File: src/rtl/lsu_defines.svh
// ==========================================================================
// width and depth macros for the load/store unit
// include in any module that sizes ports or memory
// ==========================================================================
`ifndef LSU_DEFINES_SVH
`define LSU_DEFINES_SVH

// data path width in bits
`define LSU_XLEN 32

// byte address width
`define LSU_ADDR_WIDTH 32

// data memory size in 32-bit words
`define LSU_DMEM_DEPTH 64
// log2 of the depth, selects the word
`define LSU_DMEM_INDEX_WIDTH 6

`endif

File: src/rtl/rv_mem_pkg.sv
// ==========================================================================
// memory opcodes as seen by the requester
// reference the enum as rv_mem_pkg::mem_op_e
// ==========================================================================
`default_nettype none

package rv_mem_pkg;

    // one code per RV32I load/store instruction
    // op_none marks an idle request slot
    typedef enum logic [3:0] {
        op_none = 4'd0,
        // loads, signed
        op_lb   = 4'd1,
        op_lh   = 4'd2,
        op_lw   = 4'd3,
        // loads, zero extended
        op_lbu  = 4'd4,
        op_lhu  = 4'd5,
        // stores
        op_sb   = 4'd6,
        op_sh   = 4'd7,
        op_sw   = 4'd8
    } mem_op_e;

endpackage

`default_nettype wire

File: src/rtl/lsu_pkg.sv
// ==========================================================================
// types passed between the internal pipeline stages
// ==========================================================================
`default_nettype none

package lsu_pkg;

    // access size, same code as the dmem store type
    // value 3 is reserved and never issued
    typedef enum logic [1:0] {
        // one byte lane
        width_byte = 2'd0,
        // two lanes, low or high half
        width_half = 2'd1,
        // whole word
        width_word = 2'd2
    } mem_width_e;

endpackage

`default_nettype wire

File: src/rtl/lsu_addr_stage.sv
// ==========================================================================
// stage 1 of the LSU: effective address, opcode decode, alignment check
// outputs are registered and feed dmem and the load-align stage
// ==========================================================================
`timescale 1ns/1ps
`default_nettype none
`include "lsu_defines.svh"

module lsu_addr_stage (
    input  wire logic                        clk,
    input  wire logic                        rst_n,
    input  wire logic                        req,
    input  wire rv_mem_pkg::mem_op_e         op,
    input  wire logic [`LSU_ADDR_WIDTH-1:0]  base,
    input  wire logic [`LSU_ADDR_WIDTH-1:0]  offset,
    input  wire logic [`LSU_XLEN-1:0]        store_data,
    output logic                             mem_write,
    output logic                             mem_read,
    output logic [`LSU_ADDR_WIDTH-1:0]       addr,
    output lsu_pkg::mem_width_e              width,
    output logic [`LSU_XLEN-1:0]             write_data,
    output logic                             load_unsigned,
    output logic                             fault_req
);

    logic [`LSU_ADDR_WIDTH-1:0] eff_addr;
    logic                       is_load;
    logic                       is_store;
    logic                       is_unsigned;
    logic                       misaligned;
    lsu_pkg::mem_width_e        width_d;

    // base + offset, wraps like the ISA add
    assign eff_addr = base + offset;

    // opcode decode
    always_comb begin
        is_load     = 1'b0;
        is_store    = 1'b0;
        is_unsigned = 1'b0;
        width_d     = lsu_pkg::width_word;
        case (op)
            rv_mem_pkg::op_lb: begin
                is_load = 1'b1;
                width_d = lsu_pkg::width_byte;
            end
            rv_mem_pkg::op_lh: begin
                is_load = 1'b1;
                width_d = lsu_pkg::width_half;
            end
            rv_mem_pkg::op_lw: begin
                is_load = 1'b1;
            end
            rv_mem_pkg::op_lbu: begin
                is_load     = 1'b1;
                is_unsigned = 1'b1;
                width_d     = lsu_pkg::width_byte;
            end
            rv_mem_pkg::op_lhu: begin
                is_load     = 1'b1;
                is_unsigned = 1'b1;
                width_d     = lsu_pkg::width_half;
            end
            rv_mem_pkg::op_sb: begin
                is_store = 1'b1;
                width_d  = lsu_pkg::width_byte;
            end
            rv_mem_pkg::op_sh: begin
                is_store = 1'b1;
                width_d  = lsu_pkg::width_half;
            end
            rv_mem_pkg::op_sw: begin
                is_store = 1'b1;
            end
            // op_none and unused codes do nothing
            default: begin
                is_load  = 1'b0;
                is_store = 1'b0;
            end
        endcase
    end

    // halfword needs bit 0 clear, word needs bits 1:0 clear
    always_comb begin
        case (width_d)
            lsu_pkg::width_half: misaligned = eff_addr[0];
            lsu_pkg::width_word: misaligned = |eff_addr[1:0];
            default:             misaligned = 1'b0;
        endcase
    end

    // strobes, one cycle each
    always_ff @(posedge clk or negedge rst_n) begin
        if (!rst_n) begin
            mem_write <= 1'b0;
            mem_read  <= 1'b0;
            fault_req <= 1'b0;
        end else begin
            mem_write <= req && is_store && !misaligned;
            mem_read  <= req && is_load && !misaligned;
            // a bad access replaces the memory strobe
            fault_req <= req && (is_load || is_store) && misaligned;
        end
    end

    // payload, only loaded on a request
    always_ff @(posedge clk) begin
        if (req) begin
            addr          <= eff_addr;
            width         <= width_d;
            write_data    <= store_data;
            load_unsigned <= is_unsigned;
        end
    end

    // misaligned store must never reach memory
    a_no_write_with_fault: assert property (
        @(posedge clk) disable iff (!rst_n) !(mem_write && fault_req)
    ) else $error("mem_write and fault_req high together");

endmodule

`default_nettype wire

File: config.mk
export PLATFORM = sky130hd
export DESIGN_NAME = lsu_addr_stage
export DESIGN_NICKNAME = d
export VERILOG_FILES = /design/src/rtl/rv_mem_pkg.sv /design/src/rtl/lsu_pkg.sv /design/src/rtl/lsu_addr_stage.sv
export VERILOG_INCLUDE_DIRS = /design/src /design/src/rtl
export SDC_FILE = /design/constraint.sdc
export NUM_CORES = 1
export LEC_CHECK = 0
export ABC_AREA = 1
export BUFFER_PORTS_ARGS = -buffer_cell sky130_fd_sc_hd__buf_2
export CAP_MARGIN = 20
export CELL_PAD_IN_SITES_DETAIL_PLACEMENT = 1
export CELL_PAD_IN_SITES_GLOBAL_PLACEMENT = 1
export CORE_MARGIN = 1.5
export CORE_UTILIZATION = 30
export CTS_BUF_LIST = sky130_fd_sc_hd__clkbuf_16
export CTS_CLUSTER_DIAMETER = 120
export CTS_CLUSTER_SIZE = 20
export DETAILED_ROUTE_END_ITERATION = 10
export GPL_TIMING_DRIVEN = 0
export PLACE_DENSITY_LB_ADDON = 0.12
export SKIP_CTS_REPAIR_TIMING = 1
export SLEW_MARGIN = 20
export SYNTH_ARGS = -nofsm -noshare
export SYNTH_HDL_FRONTEND = slang
export SYNTH_SLANG_ARGS = --single-unit
File: constraint.sdc
create_clock -name clk -period 0.8 [get_ports clk]
set_clock_uncertainty 0.15 [all_clocks]
set_input_delay 0.08 -clock clk [delete_from_list [all_inputs] [get_ports clk]]
set_output_delay 0.08 -clock clk [all_outputs]
set_load 0.01 [all_outputs]
# Word level (Yosys, flattened, before mapping)
# Index checks and enable logic that the tools add are counted.
# word_totals
word_cells,37
ff_bits,70
out_inout_bits,70
# op_classes
eq_ne,10
addsub,1
n_reduce_logical,14
mux,5
# ops
op,n
adder 32 bit,1
"== test 4 x 3 -> 1 bit, second input constant",4
OR reduction 3 bit,3
"== test 4 x 2 -> 1 bit, second input constant",2
logical AND 1 bit,6
OR reduction 5 bit,1
"== test 4 x 1 -> 1 bit, second input constant",1
"== test 4 bit, second input constant",1
case mux 2 bit (2 select lines),1
OR reduction 2 bit,2
2-to-1 mux 1 bit,3
"== test 2 x 1 -> 1 bit, second input constant",1
"== test 2 bit, second input constant",1
case mux 1 bit (2 select lines),1
zero test 1 bit,1
logical OR 1 bit,1

# Depth between registers and ports, before layout
# logic_depth
depth_word,7
mapped_depth,12

# Worst setup path after synthesis
# OpenSTA, ideal clock, no wires.
# synth_timing
kind,in2reg
startpoint,input port offset[0]
endpoint,"register addr[28], data pin"
setup_time_ns,0.252
setup_slack_ns,-0.989
path_stages,12
arrival_time_ns,1.386
n_path_buf,0
cell_sequence,ha_1 > fa_1 > nand3_1 > nand3_1 > nand2_1 > nand2_2 > nand2_1 > nand2_2 > nand2_1 > nand2_1 > nand2_1 > nand2_1
# synth_between
elab_chain_len,1
# synth_rtl
element,line_no,text
start: declaration,lsu_addr_stage.sv:15,"input wire logic [`LSU_ADDR_WIDTH-1:0] offset,"
adder 32 bit,lsu_addr_stage.sv:34,assign eff_addr = base + offset;
net eff_addr[28],lsu_addr_stage.sv:26,logic [`LSU_ADDR_WIDTH-1:0] eff_addr;
end signal: assignment,lsu_addr_stage.sv:109,addr <= eff_addr;
end: declaration,lsu_addr_stage.sv:19,"output logic [`LSU_ADDR_WIDTH-1:0] addr,"
# The timed path passes the listed nets, and every way through them passes these cells.
# A chain may end at the register's enable or synchronous reset.

# Worst setup path after layout
# layout_timing
startpoint,input port offset[12]
endpoint,"register addr[28], data pin"
# Same word-level chain as after synthesis.

==> flow_metrics.tcl <==
set metrics [dict create \
    cts-root-buf "clkbuf_16" \
    multi_input_area_mm2 0.00296 \
    cp.buffers_inverters 4 \
    hold_class "input pin to flop" \
    start_util_pct 30.9 \
    syn_to_final_growth_pct 68.5 \
    totalWireLength_mm 15.7 \
    p_sw_share_pct 31.8 \
    tightest_slew_ps 325 \
    syn-mean-instance-area_um2 7.68 \
    irDropWorstVdd_mv 1.00 \
    maxCapViolCount 0 \
    top_layer "met4" \
    fp.dieArea_mm2 0.0158 \
    drc_errors 18 \
    drive_gt1_share_pct 47.6 \
    synth_edf_count 67 \
    nets 972 \
    yosysWarnings 0 \
    h-tree-depth 3 \
    seq_area_mm2 0.00209 \
    syn-num-nets 724 \
    numCtsBuffers 9 \
    period_share_pct 191 \
    switchingPower_mw 3.94 \
    viasPerCell 4.54 \
    maxSlewViolCount 0 \
    setup_violations 130 \
    place_inst 946 \
    die_w_um 126 \
    worst_slack_ps -724 \
    synth_area_leaders "edfxtp_1 44%, nand2_1 19%, inv_1 9.7%" \
    grt.overflow.total 0 \
    final_cell_mix "155 x nand2_1, 155 x buf_2, 102 x inv_1" \
    worstSetupPathType "input pin to flop" \
    crit_path_end_kind "flop" \
    max_freq_mhz 656 \
    netlist_instances 589 \
    hold-path-cell-count 2 \
    max_stage_delay_ps 310 \
    grt_max_degree 59 \
    ant_nets 0 \
    portBuffers 172 \
    drt_iter0_markers 152 \
    grt_pass1_wl_mm 21.8 \
    first_global_vias 4497 \
    seq_power_share_pct 37.4 \
    yosysTopAreaCellShare_pct 44.5 \
    crit_required_ps 730 \
    via_count 4656 \
    violations "design-rule violations, negative hold slack, negative setup slack" \
    power_frac_clock_pct 28.8 \
    die_h_um 126 \
    place.gp.congestion 0.858 \
    num-fill-cells 1752 \
    critPathArrivalTime_ps 1460 \
    hold_start "offset[0]" \
    antenna_found_initial 0 \
    clkSinkCount 70 \
    p_leak_nw 3.80 \
    firstDrtPassIters 9 \
    cell_internal_pwr_mw 8.43 \
    fin_util_pct 52.1 \
    syn_area_mm2 0.00453 \
    startpoint "offset[12]" \
    core-area_mm2 0.0146 \
    crit_top_cell "nand2_1" \
    power_density_mw_per_mm2 1620 \
    ys_ff_latch 70 \
    ys_seq_area_share_pct 46.1 \
    route.met3.wl_um 908 \
    p_comb_share_pct 33.7 \
    start_kind "input pin" \
    insertedDiodeCount 0 \
    hold_end "addr[0]$_DFFE_PP_" \
    async_reset_ff_share_pct 4.29 \
    cp_top_family "simple AND/OR/NAND/NOR gates" \
    dr_wl_met2_mm 7.63 \
    worst_hold_slack_ps -116 \
    rsz0062_at_grt "true" \
    instances_no_fill 1026 \
    synth_top_flop_cell "edfxtp_1" \
    slew_headroom_pct 78.1 \
    ys_types 21 \
    hpwl_mm 11.4 \
    status "finished, violations left" \
    critPathMaxFanout 4 \
    hold_viol 15 \
    grtUsageTotal_pct 17.6 \
    routedWlPerCell_um 15.3 \
    met1Wirelength_mm 6.98 \
    period_needed_ps 1520 \
    rows 44 \
    clk_path_buf_depth 2 \
    clkTransAtPathRegs_ps 60 \
    worstPathCellList "buf_2, ha_4, nand2_1, inv_1, nand2_1, inv_1, nand2_1, nor2_1, nand2_2, buf_4, nand3_1, nand2_1" \
    io_pins 173 \
    cts_tree "built" \
    slowest_stage "ha_4" \
    worst-path-stages 12 \
    yosysTopAreaCell "edfxtp_1" \
]
[cells in the mapped netlist, drive strengths merged (2+ instances only)]
library cell and n:
inv 117, nand3 30, o21ai 2, o21bai 3, a21oi 20, nand2 240
edfxtp 67, xnor2 2, nor2 46, nand4 3, nor3 6, dfrtp 3
xor2 14, ha 31
[worst max-delay path by stage]
stage | to | slack (ps)
2_1_floorplan | addr[28]$_DFFE_PP_ | -850
3_3_place_gp | fault_req$_DFF_PN0_ | -1410
3_5_place_dp | addr[28]$_DFFE_PP_ | -1220
4_1_cts | addr[28]$_DFFE_PP_ | -870
5_1_grt | addr[28]$_DFFE_PP_ | -760
6_report | addr[28]$_DFFE_PP_ | -720
[kinds of logic after synthesis]
logic type / after synthesis / synth area share [%]
AO/OA/AOI/OAI: 28 / 3.43
buffers and inverters: 117 / 9.70
adder cells (fa/ha/maj): 32 / 9.01
AND/OR/NAND/NOR: 326 / 28.6
flip-flops: 70 / 46.1
XOR/XNOR: 16 / 3.10
[flip-flops by register name, indices dropped and copies added, names as in the netlist]
name	flops
addr	32
fault_req	1
load_unsigned	1
mem_read	1
mem_write	1
width	2
write_data	32
[cell type report]
type,instances,share of cell area [%]
multi-input cells,402,38.8
flip-flops and latches,70,27.4
repair buffers,237,21.2
inverters,117,6.19
well taps,184,3.02
clock buffers,9,2.95
clock inverters,7,0.459
[routing by layer]
layer | GRT usage (%) | vias to the layer above
met5 | 0 | -
met4 | 6.22 | 0
met3 | 3.82 | 12
met2 | 29.5 | 141
met1 | 22.5 | 2166
li1 | - | 2337
[power by group through the flow]
| stage | Clock, mW | Combinational, mW | Sequential, mW |
|---|---|---|---|
| 3_5_place_dp | 0 | 3.21 | 4.70 |
| 2_1_floorplan | 0 | 1.62 | 4.94 |
| 4_1_cts | 3.73 | 3.23 | 4.64 |
| 3_3_place_gp | 0 | 3.14 | 4.70 |
| 5_1_grt | 3.85 | 4.56 | 4.67 |
| 6_report | 3.57 | 4.17 | 4.63 |
[through the flow]
stage | hold slack (ps) | cell area (um2) | power, mW | worst slack [ps] | TNS, ps
finish | -116 | 7620 | 12.4 | -724 | -35600
global route | -134 | 7620 | 13.1 | -764 | -40070
CTS | -636 | 6360 | 11.6 | -867 | -37610
detailed placement | -270 | 6100 | 7.91 | -1220 | -48930
global placement | -275 | 6070 | 7.83 | -1410 | -100310
floorplan | -366 | 4980 | 6.56 | -851 | -20030
No activity file was read; power rests on OpenSTA's default activity.
