==> config.mk <==
export PLATFORM = sky130hd
export DESIGN_NAME = lsu_load_align
export DESIGN_NICKNAME = d
export VERILOG_FILES = /design/src/rtl/lsu_pkg.sv /design/src/rtl/lsu_load_align.sv
export VERILOG_INCLUDE_DIRS = /design/src /design/src/rtl
export SDC_FILE = /design/constraint.sdc
export NUM_CORES = 1
export LEC_CHECK = 0
export BUFFER_PORTS_ARGS = -buffer_cell sky130_fd_sc_hd__buf_2
export CAP_MARGIN = 20
export CORE_UTILIZATION = 26
export DETAILED_ROUTE_END_ITERATION = 10
export SLEW_MARGIN = 10
export SYNTH_ARGS = -nofsm -noshare
export SYNTH_HDL_FRONTEND = slang
export SYNTH_SLANG_ARGS = --single-unit
==> constraint.sdc <==
create_clock -name clk -period 1.49 [get_ports clk]
set_clock_uncertainty 0.1 [all_clocks]
set_input_delay 0.298 -clock clk [delete_from_list [all_inputs] [get_ports clk]]
set_output_delay 0.298 -clock clk [all_outputs]
set_load 0.1 [all_outputs]
==> src/rtl/lsu_defines.svh <==
// ==========================================================================
// width and depth macros for the load/store unit
// include in any module that sizes ports or memory
// ==========================================================================
`ifndef LSU_DEFINES_SVH
`define LSU_DEFINES_SVH

// data path width in bits
`define LSU_XLEN 32

// byte address width
`define LSU_ADDR_WIDTH 32

// data memory size in 32-bit words
`define LSU_DMEM_DEPTH 64
// log2 of the depth, selects the word
`define LSU_DMEM_INDEX_WIDTH 6

`endif

==> src/rtl/lsu_pkg.sv <==
// ==========================================================================
// types passed between the internal pipeline stages
// ==========================================================================
`default_nettype none

package lsu_pkg;

    // access size, same code as the dmem store type
    // value 3 is reserved and never issued
    typedef enum logic [1:0] {
        // one byte lane
        width_byte = 2'd0,
        // two lanes, low or high half
        width_half = 2'd1,
        // whole word
        width_word = 2'd2
    } mem_width_e;

endpackage

`default_nettype wire

==> src/rtl/lsu_load_align.sv <==
// ==========================================================================
// stage 3 of the LSU: lane select and extension of load data
// also reports misaligned accesses with the same three-cycle latency
// ==========================================================================
`timescale 1ns/1ps
`default_nettype none
`include "lsu_defines.svh"

module lsu_load_align (
    input  wire logic                        clk,
    input  wire logic                        rst_n,
    input  wire logic                        mem_read,
    input  wire logic                        fault_req,
    input  wire logic [`LSU_ADDR_WIDTH-1:0]  addr,
    input  wire lsu_pkg::mem_width_e         width,
    input  wire logic                        load_unsigned,
    input  wire logic [`LSU_XLEN-1:0]        read_data,
    output logic                             load_valid,
    output logic [`LSU_XLEN-1:0]             load_data,
    output logic                             fault,
    output logic [`LSU_ADDR_WIDTH-1:0]       fault_addr
);

    // sideband, one cycle behind stage 1 to meet read_data
    logic                       load_req;
    logic                       fault_pending;
    logic [`LSU_ADDR_WIDTH-1:0] addr_q;
    lsu_pkg::mem_width_e        width_q;
    logic                       unsigned_q;

    logic [1:0]           addr_lo;
    logic [7:0]           byte_sel;
    logic [15:0]          half_sel;
    logic [`LSU_XLEN-1:0] aligned;

    always_ff @(posedge clk or negedge rst_n) begin
        if (!rst_n) begin
            load_req      <= 1'b0;
            fault_pending <= 1'b0;
        end else begin
            load_req      <= mem_read;
            fault_pending <= fault_req;
        end
    end

    always_ff @(posedge clk) begin
        if (mem_read || fault_req) begin
            addr_q     <= addr;
            width_q    <= width;
            unsigned_q <= load_unsigned;
        end
    end

    assign addr_lo = addr_q[1:0];

    // pick the addressed lanes
    assign byte_sel = read_data[8*addr_lo +: 8];
    assign half_sel = addr_lo[1] ? read_data[31:16] : read_data[15:0];

    // sign or zero extend
    always_comb begin
        case (width_q)
            lsu_pkg::width_byte:
                aligned = {{(`LSU_XLEN-8){byte_sel[7] & ~unsigned_q}}, byte_sel};
            lsu_pkg::width_half:
                aligned = {{(`LSU_XLEN-16){half_sel[15] & ~unsigned_q}}, half_sel};
            default:
                aligned = read_data;
        endcase
    end

    // result pulses; data and address held until the next event
    always_ff @(posedge clk or negedge rst_n) begin
        if (!rst_n) begin
            load_valid <= 1'b0;
            fault      <= 1'b0;
            load_data  <= '0;
            fault_addr <= '0;
        end else begin
            load_valid <= load_req;
            fault      <= fault_pending;
            if (load_req) begin
                load_data <= aligned;
            end
            if (fault_pending) begin
                fault_addr <= addr_q;
            end
        end
    end

    // stage 1 decides load or fault per request, never both
    a_valid_xor_fault: assert property (
        @(posedge clk) disable iff (!rst_n) !(load_valid && fault)
    ) else $error("load_valid and fault high together");

endmodule

`default_nettype wire

# --- After elaboration in Yosys (flattened, before gate mapping) ---
# Cells that the tools add are included.
classes:
  reduce_logical: 2
  shifts: 1
  n_eq_ne: 1
  bitwise: 3
  mux: 2
ops:
  columns: ["op", "count"]
  rows:
  - ["$pmux W32 S2", 1]
  - ["$shiftx A32 B6 Y8", 1]
  - ["$mux W16", 1]
  - ["$and A1 B1 Y1", 2]
  - ["$eq A2 B1 Y1 const B", 1]
  - ["$logic_not A2 Y1", 1]
  - ["$logic_or A1 B1 Y1", 1]
  - ["$not A1 Y1", 1]
totals:
  out_inout_bits: 66
  input_bits: 71
  wordCells: 18
  ff_bits: 103

# --- Logic depth before layout (Yosys ltp) ---
# Gate-level depths: netlist of run 1.
depth:
  word_depth: 3
  mapped_depth: 5
  depth_no_buf: 3

# --- Worst setup path after synthesis of run 1 ---
# No wires, ideal clock.
synth_timing:
  path_type: "register to register"
  start: "register addr_q[1]"
  end: "register load_data[0]"
  setup_slack_ps: -130
  n_path_buf: 1
  arrival_ps: 1394
  setup_ps: 126
  period_less_slack_ps: 1620
  path_stages_with_launch: 5
  required_time_ps: 1264
  cell_sequence: "edfxtp_1 buf_6 mux2_4 a32o_1 a221o_1"
synth_between:
  elab_chain_len: 2
  elab_cells_between_ends: 3
  cone_classes: "shift: 1; mux: 2"
synth_lines:
  columns: ["element", "line", "rtl"]
  rows:
  - ["from (decl)", "lsu_load_align.sv:27", "logic [`LSU_ADDR_WIDTH-1:0] addr_q;"]
  - ["from (signal assigned)", "lsu_load_align.sv:48", "addr_q <= addr;"]
  - ["$shiftx A32 B6 Y8 or $mux W16 (tied branches)", "lsu_load_align.sv:57, lsu_load_align.sv:58", null]
  - ["$pmux W32 S2 *", "lsu_load_align.sv:62", "case (width_q)"]
  - ["to (signal assigned)", "lsu_load_align.sv:83", "load_data <= aligned;"]
  - ["to (decl)", "lsu_load_align.sv:19", "output logic [`LSU_XLEN-1:0] load_data,"]
# Every way passes the cells marked *; elsewhere a longest branch is shown, timed or not.
# A chain may end at the register's enable or synchronous reset.

# --- Worst setup path in the final report of run 1 ---
layout_timing:
  start: "register addr_q[1]"
  end: "register load_data[2]"
# Same word-level chain as after synthesis.

==> impl_metrics.yaml, run 1 <==
cts:
  clock_latency_ns: 0.35
  cts_tree: "done"
  cts_max_level: 3
  cts_buffer_depth: 2
  cts-buffers-inserted: 9
  path_clk_slew_ns: 0.07
  cts_sinks: 103
  root_buffer: "clkbuf_16"
drt:
  drt_iter0_drc: 202
  vias: 3075
  routedWlPerCell_um: 16.4
  viasPerCell: 4.53
  routed_wl_um: 11200
  drc_errors: 0
  ant_nets: 0
  first_pass_iters: 4
setup_path:
  critPathMaxFanout: 9
  startpoint_type: "flip-flop"
  rr_worst_depth: 4
  cp_data_arrival_time_ns: 1.86
  r2r-end: "load_data[2]"
  rrSetupSlack_ns: -0.23
  endpoint_kind: "flip-flop"
  critPathKind: "reg2reg"
  required_ns: 1.62
  reg2reg_from: "addr_q[1]"
power:
  vdd_drop_max_mv: 0.880
  p_per_area_nw_per_um2: 1480
  cellLeakagePower_uw: 0.00278
synth:
  synthArstFlopShare_pct: 66.0
  synth_cells: 287
  ys_ff_latch: 103
  ys_warn_count: 0
  synth.avg_cell_area_um2: 14.5
  syn_nets: 358
  yosys.cell_types.count: 37
  ys.flop_type: "dfrtp_1"
  syn_area_um2: 4160
  yosysSeqAreaShare_pct: 66.1
  synth-edff-count: 35
floorplanning:
  die_h_um: 129
  initial_core_util_pct: 27.0
  die-area_um2: 16500
  die-width_um: 129
  core-area_um2: 15400
  core.rowCount: 45
  boundaryPins: 137
sta:
  relSlewSlack_pct: 70.9
  tightest_slew_ns: 0.436
  tns_ns: -6.11
  hold_viol: 0
  setup_viol: 32
  hold_slack_ns: 0.0169
  fmax_ghz: 0.581
  min_period_over_period_pct: 116
  maxSlewViolCount: 0
  setup_ws_ns: -0.231
  rsz0062_at_grt: "yes"
  period_needed_ns: 1.72
run:
  max_cap_violations: 0
final_layout:
  drive_gt1_share_pct: 49.6
  layout_common_cells: "buf_2, dfrtp_1, buf_4"
  final_nets: 534
  antenna_cells: 0
  syn2layout_area_growth_pct: 53.5
  layout.cells.most_common: "buf_2"
  fin_util_pct: 41.4
  fin_cells: 679
placement:
  dp_cells: 642
  dp_hpwl_um: 8410
  port_buffers: 136
  gp_congestion: 0.909
global_route:
  grt_pass1_wl_um: 17200
  track_usage_pct: 14.1
  grt_pass1_vias: 3210
  grt_max_degree: 47
  gr-total-overflow: 0
  antenna_found_initial: 2
min_path:
  min_path_cells: 1
  min_to: "addr_q[27]"
  hp-start: "addr[27]"
  min_path_type: "in2reg"
outcome:
  violations: "negative setup slack"
  status: "finished with violations"
==> layout make-up <==
| class | instances | area (um^2) |
|---|---|---|
| fill | 1444 | 9040 |
| sequential | 103 | 2750 |
| timing repair buffer | 185 | 1740 |
| multi-input combinational | 148 | 1280 |
| tap | 211 | 264 |
| clock buffer | 10 | 229 |
| clock inverter | 6 | 62.6 |
| inverter | 16 | 60.1 |
==> sequential cells by signal (all words and copies together), names as in the netlist <==
| register | count |
|---|---|
| addr_q | 32 |
| fault | 1 |
| fault_addr | 32 |
| fault_pending | 1 |
| load_data | 32 |
| load_req | 1 |
| load_valid | 1 |
| unsigned_q | 1 |
| width_q | 2 |
==> cell families after synthesis <==
kind of cell / Yosys count / synth area share, %
muxes: 42 / 12.3
DFF: 103 / 66.1
and+or+nand+nor: 53 / 7.45
buffers and inverters: 36 / 3.70
AOI/OAI and AO/OA: 53 / 10.4
==> stage by stage <==
step | instance area (um^2) | total power [uW] | worst slack (ns)
final | 6390 | 9440 | -0.231
after global routing | 6390 | 9800 | -0.288
after CTS | 6340 | 9540 | -0.240
after detailed placement | 5780 | 7070 | -0.246
after global placement | 5780 | 7030 | -0.187
after floorplan | 4170 | 5880 | -0.120
==> critical path, stage by stage, from the launching register on <==
cell and delay, ns:
edfxtp_1 0.50, buf_12 0.20, mux2_4 0.30, a32o_1 0.20, a221o_1 0.31
==> routing by layer <==
layer  track usage (%)  share of wire (%)  routed length [um]
met4              4.15                1.1                 120
met1              17.0                 41                4610
met3              6.57                 10                1110
met5                 0               0.11                  12
met2              22.6                 48                5300
==> Yosys cell counts, types with 2 or more instances <==
cell / instances / area [um^2]
nand3b_1: 8 / 60.1
nor3_1: 2 / 10.0
buf_2: 5 / 25.0
o21ai_0: 9 / 45.0
dfrtp_1: 68 / 1700
mux2_2: 30 / 338
o221ai_1: 16 / 140
nand2_1: 9 / 33.8
a221o_1: 7 / 70.1
nand2b_1: 2 / 12.5
clkbuf_1: 11 / 41.3
a21oi_1: 8 / 40.0
nor2b_1: 7 / 43.8
a32o_1: 7 / 70.1
nor2_1: 2 / 7.51
or2_2: 2 / 12.5
mux2_4: 7 / 105
mux2_1: 4 / 45.0
inv_1: 16 / 60.1
nand3_1: 16 / 80.1
edfxtp_1: 35 / 1050
==> power breakdown <==
group	switching (uW)	internal (uW)	total, uW
sequential	258	3280	3540
clock	1130	1180	2310
combinational	2460	1140	3590
total	3840	5600	9440
==> timing repair <==
action,CTS,global route
endpoints found under the hold margin,35,4
endpoints found under the setup margin,66,32
hold buffers,16,4
gates resized for setup,40,1
buffers inserted,1,0
pin swaps,2,1
==> worst max path at each step <==
| stage | startpoint | endpoint | slack (ns) | cells after the start |
|---|---|---|---|---|
| 2_1_floorplan | addr_q[1] | load_data[0] | -0.12 | 4 |
| 3_3_place_gp | addr_q[1] | load_data[5] | -0.19 | 4 |
| 3_5_place_dp | addr_q[1] | load_data[14] | -0.25 | 3 |
| 4_1_cts | addr_q[1] | load_data[2] | -0.24 | 4 |
| 5_1_grt | addr_q[1] | load_data[6] | -0.29 | 4 |
| 6_report | addr_q[1] | load_data[2] | -0.23 | 4 |
Note: power is estimated with default switching activity, not from simulation.
==> run 2: changes to the inputs <==
Settings changed: ABC_AREA set to 1, CTS_BUF_LIST set to sky130_fd_sc_hd__clkbuf_8.
==> impl_metrics.yaml, run 2 <==
setup_path:
  critPathKind: "reg2reg"
  rrSetupSlack_ns: -0.02
  required_ns: 1.71
  r2r-end: "load_data[26]"
  rr_worst_depth: 7
  cp_data_arrival_time_ns: 1.73
  endpoint_kind: "flip-flop"
  startpoint_type: "flip-flop"
  critPathMaxFanout: 8
  reg2reg_from: "addr_q[1]"
drt:
  routedWlPerCell_um: 15.4
  ant_nets: 0
  first_pass_iters: 4
  vias: 3380
  drc_errors: 0
  drt_iter0_drc: 103
  routed_wl_um: 12000
  viasPerCell: 4.35
outcome:
  status: "finished with violations"
  violations: "negative setup slack"
global_route:
  grt_pass1_wl_um: 18100
  gr-total-overflow: 0
  grt_pass1_vias: 3525
  antenna_found_initial: 0
  grt_max_degree: 41
  track_usage_pct: 14.4
synth:
  syn_nets: 438
  yosys-top-cells-count: "nand2_1, dfrtp_1, a21oi_1"
  synth_cells: 367
  synth_top_family_by_area: "simple AND/OR/NAND/NOR gates"
  synth_compound_area_share_pct: 11.3
  ys.flop_type: "dfrtp_1"
  synthSimpleGateAreaFrac_pct: 12.2
  syn_area_um2: 4280
  synth_fa_ha_area_share_pct: 0
  synth-edff-count: 35
  synth.area.mux_share_pct: 7.89
  synthArstFlopShare_pct: 66.0
  yosysSeqAreaShare_pct: 64.3
  synth_most_common_cell: "nand2_1"
  ys_warn_count: 0
  ys_top_cells_by_area: "dfrtp_1, edfxtp_1, mux2_2, nand2_1, a21oi_1"
  post_synth_xor_area_fraction_pct: 0
  yosysTopAreaCellShare_pct: 39.8
  ys_ff_latch: 103
  synth_largest_area_cell: "dfrtp_1"
  yosys.cell_types.count: 24
  synth.avg_cell_area_um2: 11.7
final_layout:
  reg_top3: "addr_q x32, fault_addr x32, load_data x32"
  layout_common_cells: "nand2_1, buf_2, dfrtp_1"
  drive_gt1_share_pct: 44.9
  fin_util_pct: 42.7
  syn2layout_area_growth_pct: 59.8
  ff_latch_area_um2: 2750
  multi_input_area_um2: 1500
  fin_area_um2: 6840
  antenna_cells: 0
  final_nets: 627
  layout.cells.most_common: "nand2_1"
  n_fill_cell: 1531
cts:
  cts-buffers-inserted: 9
  path_clk_slew_ns: 0.10
  cts_sinks: 103
  cts_tree: "done"
  clock_latency_ns: 0.38
  cts_buffer_depth: 2
  cts_max_level: 3
  root_buffer: "clkbuf_8"
floorplanning:
  die_h_um: 130
  core.rowCount: 46
  die-width_um: 130
  core-area_um2: 16000
  boundaryPins: 137
  die-area_um2: 17000
  initial_core_util_pct: 26.7
placement:
  detailedPlace.worstSlack_ns: -0.111
  port_buffers: 136
  gp_congestion: 0.874
  dp_hpwl_um: 8280
  placed_area_um2: 5890
sta:
  setup_viol: 8
  hold_viol: 0
  hold_slack_ns: 0.159
  maxSlewViolCount: 0
  rsz0062_at_grt: "yes"
  period_needed_ns: 1.51
  min_period_over_period_pct: 101
  setup_ws_ns: -0.0170
  fmax_ghz: 0.664
  relSlewSlack_pct: 75.4
  tightest_slew_ns: 0.370
power:
  seqPwrFrac_pct: 38.5
  p_switching_uw: 3780
  p_int_uw: 5430
  clkPwrFrac_pct: 21.7
  cellLeakagePower_uw: 0.00306
  power_uw: 9200
  sw_frac_of_total_pct: 41.0
  vdd_drop_max_mv: 1.01
  p_per_area_nw_per_um2: 1350
  comb_power_share_pct: 39.8
run:
  max_cap_violations: 0
min_path:
  min_to: "load_data[19]"
  min_path_cells: 3
  min_path_type: "in2reg"
  hp-start: "read_data[19]"
-- run 2: layout make-up --
class | count | share of cell area [%]
clock buffers | 9 | 1.81
flip-flops and latches | 103 | 40.2
well taps | 216 | 3.95
repair buffers | 196 | 29.4
inverters | 20 | 1.17
clock inverters | 7 | 1.52
multi-input cells | 226 | 21.9
-- run 2: worst max-delay path: stages (launching register included) --
cell	delay, ns
edfxtp_1	0.52
inv_2	0.13
nand2_2	0.08
nand2_4	0.09
nand2_4	0.07
nand3_4	0.15
nand2_8	0.14
a21oi_4	0.14
-- run 2: how the worst max path moves through the flow --
stage	startpoint	endpoint	slack [ns]	cells past startpoint
global placement	addr_q[1]	load_data[19]	-0.03	6
floorplan	width_q[1]	load_data[30]	0.1	9
detailed placement	width_q[1]	load_data[20]	-0.11	6
CTS	addr_q[1]	load_data[26]	-0.003	7
global route	addr_q[1]	load_data[21]	-0.08	7
finish	addr_q[1]	load_data[26]	-0.02	7
-- run 2: power by group through the flow --
stage          logic [uW]  registers [uW]  clock network (uW)
2_1_floorplan         551            5230                   0
3_3_place_gp         3350            3570                   0
3_5_place_dp         3380            3580                   0
4_1_cts              3580            3530                2080
5_1_grt              3800            3590                2180
6_report             3660            3540                2000
-- run 2: kinds of logic (layout without fill, tap and decap cells) --
group,count (synthesis),after routing
buffers and inverters,39,232
multiplexers,30,30
flip-flops,103,103
AO/OA/AOI/OAI,73,73
AND/OR/NAND/NOR,122,123
-- run 2: per-stage QoR --
| step | std cells | TNS (ns) |
|---|---|---|
| final | 777 | -0.0702 |
| after global routing | 777 | -1.45 |
| after CTS | 775 | -0.00262 |
| after detailed placement | 716 | -1.16 |
| after global placement | 716 | -0.152 |
| after floorplan | 367 | 0 |
-- run 2: routing by layer --
layer | vias up | global-route usage, % | wire length, um
met5 | - | 0 | 0
met4 | 0 | 5.34 | 233
met3 | 19 | 4.14 | 726
met2 | 117 | 24.7 | 6190
met1 | 1638 | 16.9 | 4840
li1 | 1606 | - | -
-- run 2: repair_timing --
item,in CTS,in global routing
pin swaps,6,1
resized for setup,46,53
hold buffers,38,0
gates cloned,1,0
endpoints found under the setup margin,44,45
hold endpoints to repair,60,0
buffers inserted,4,2
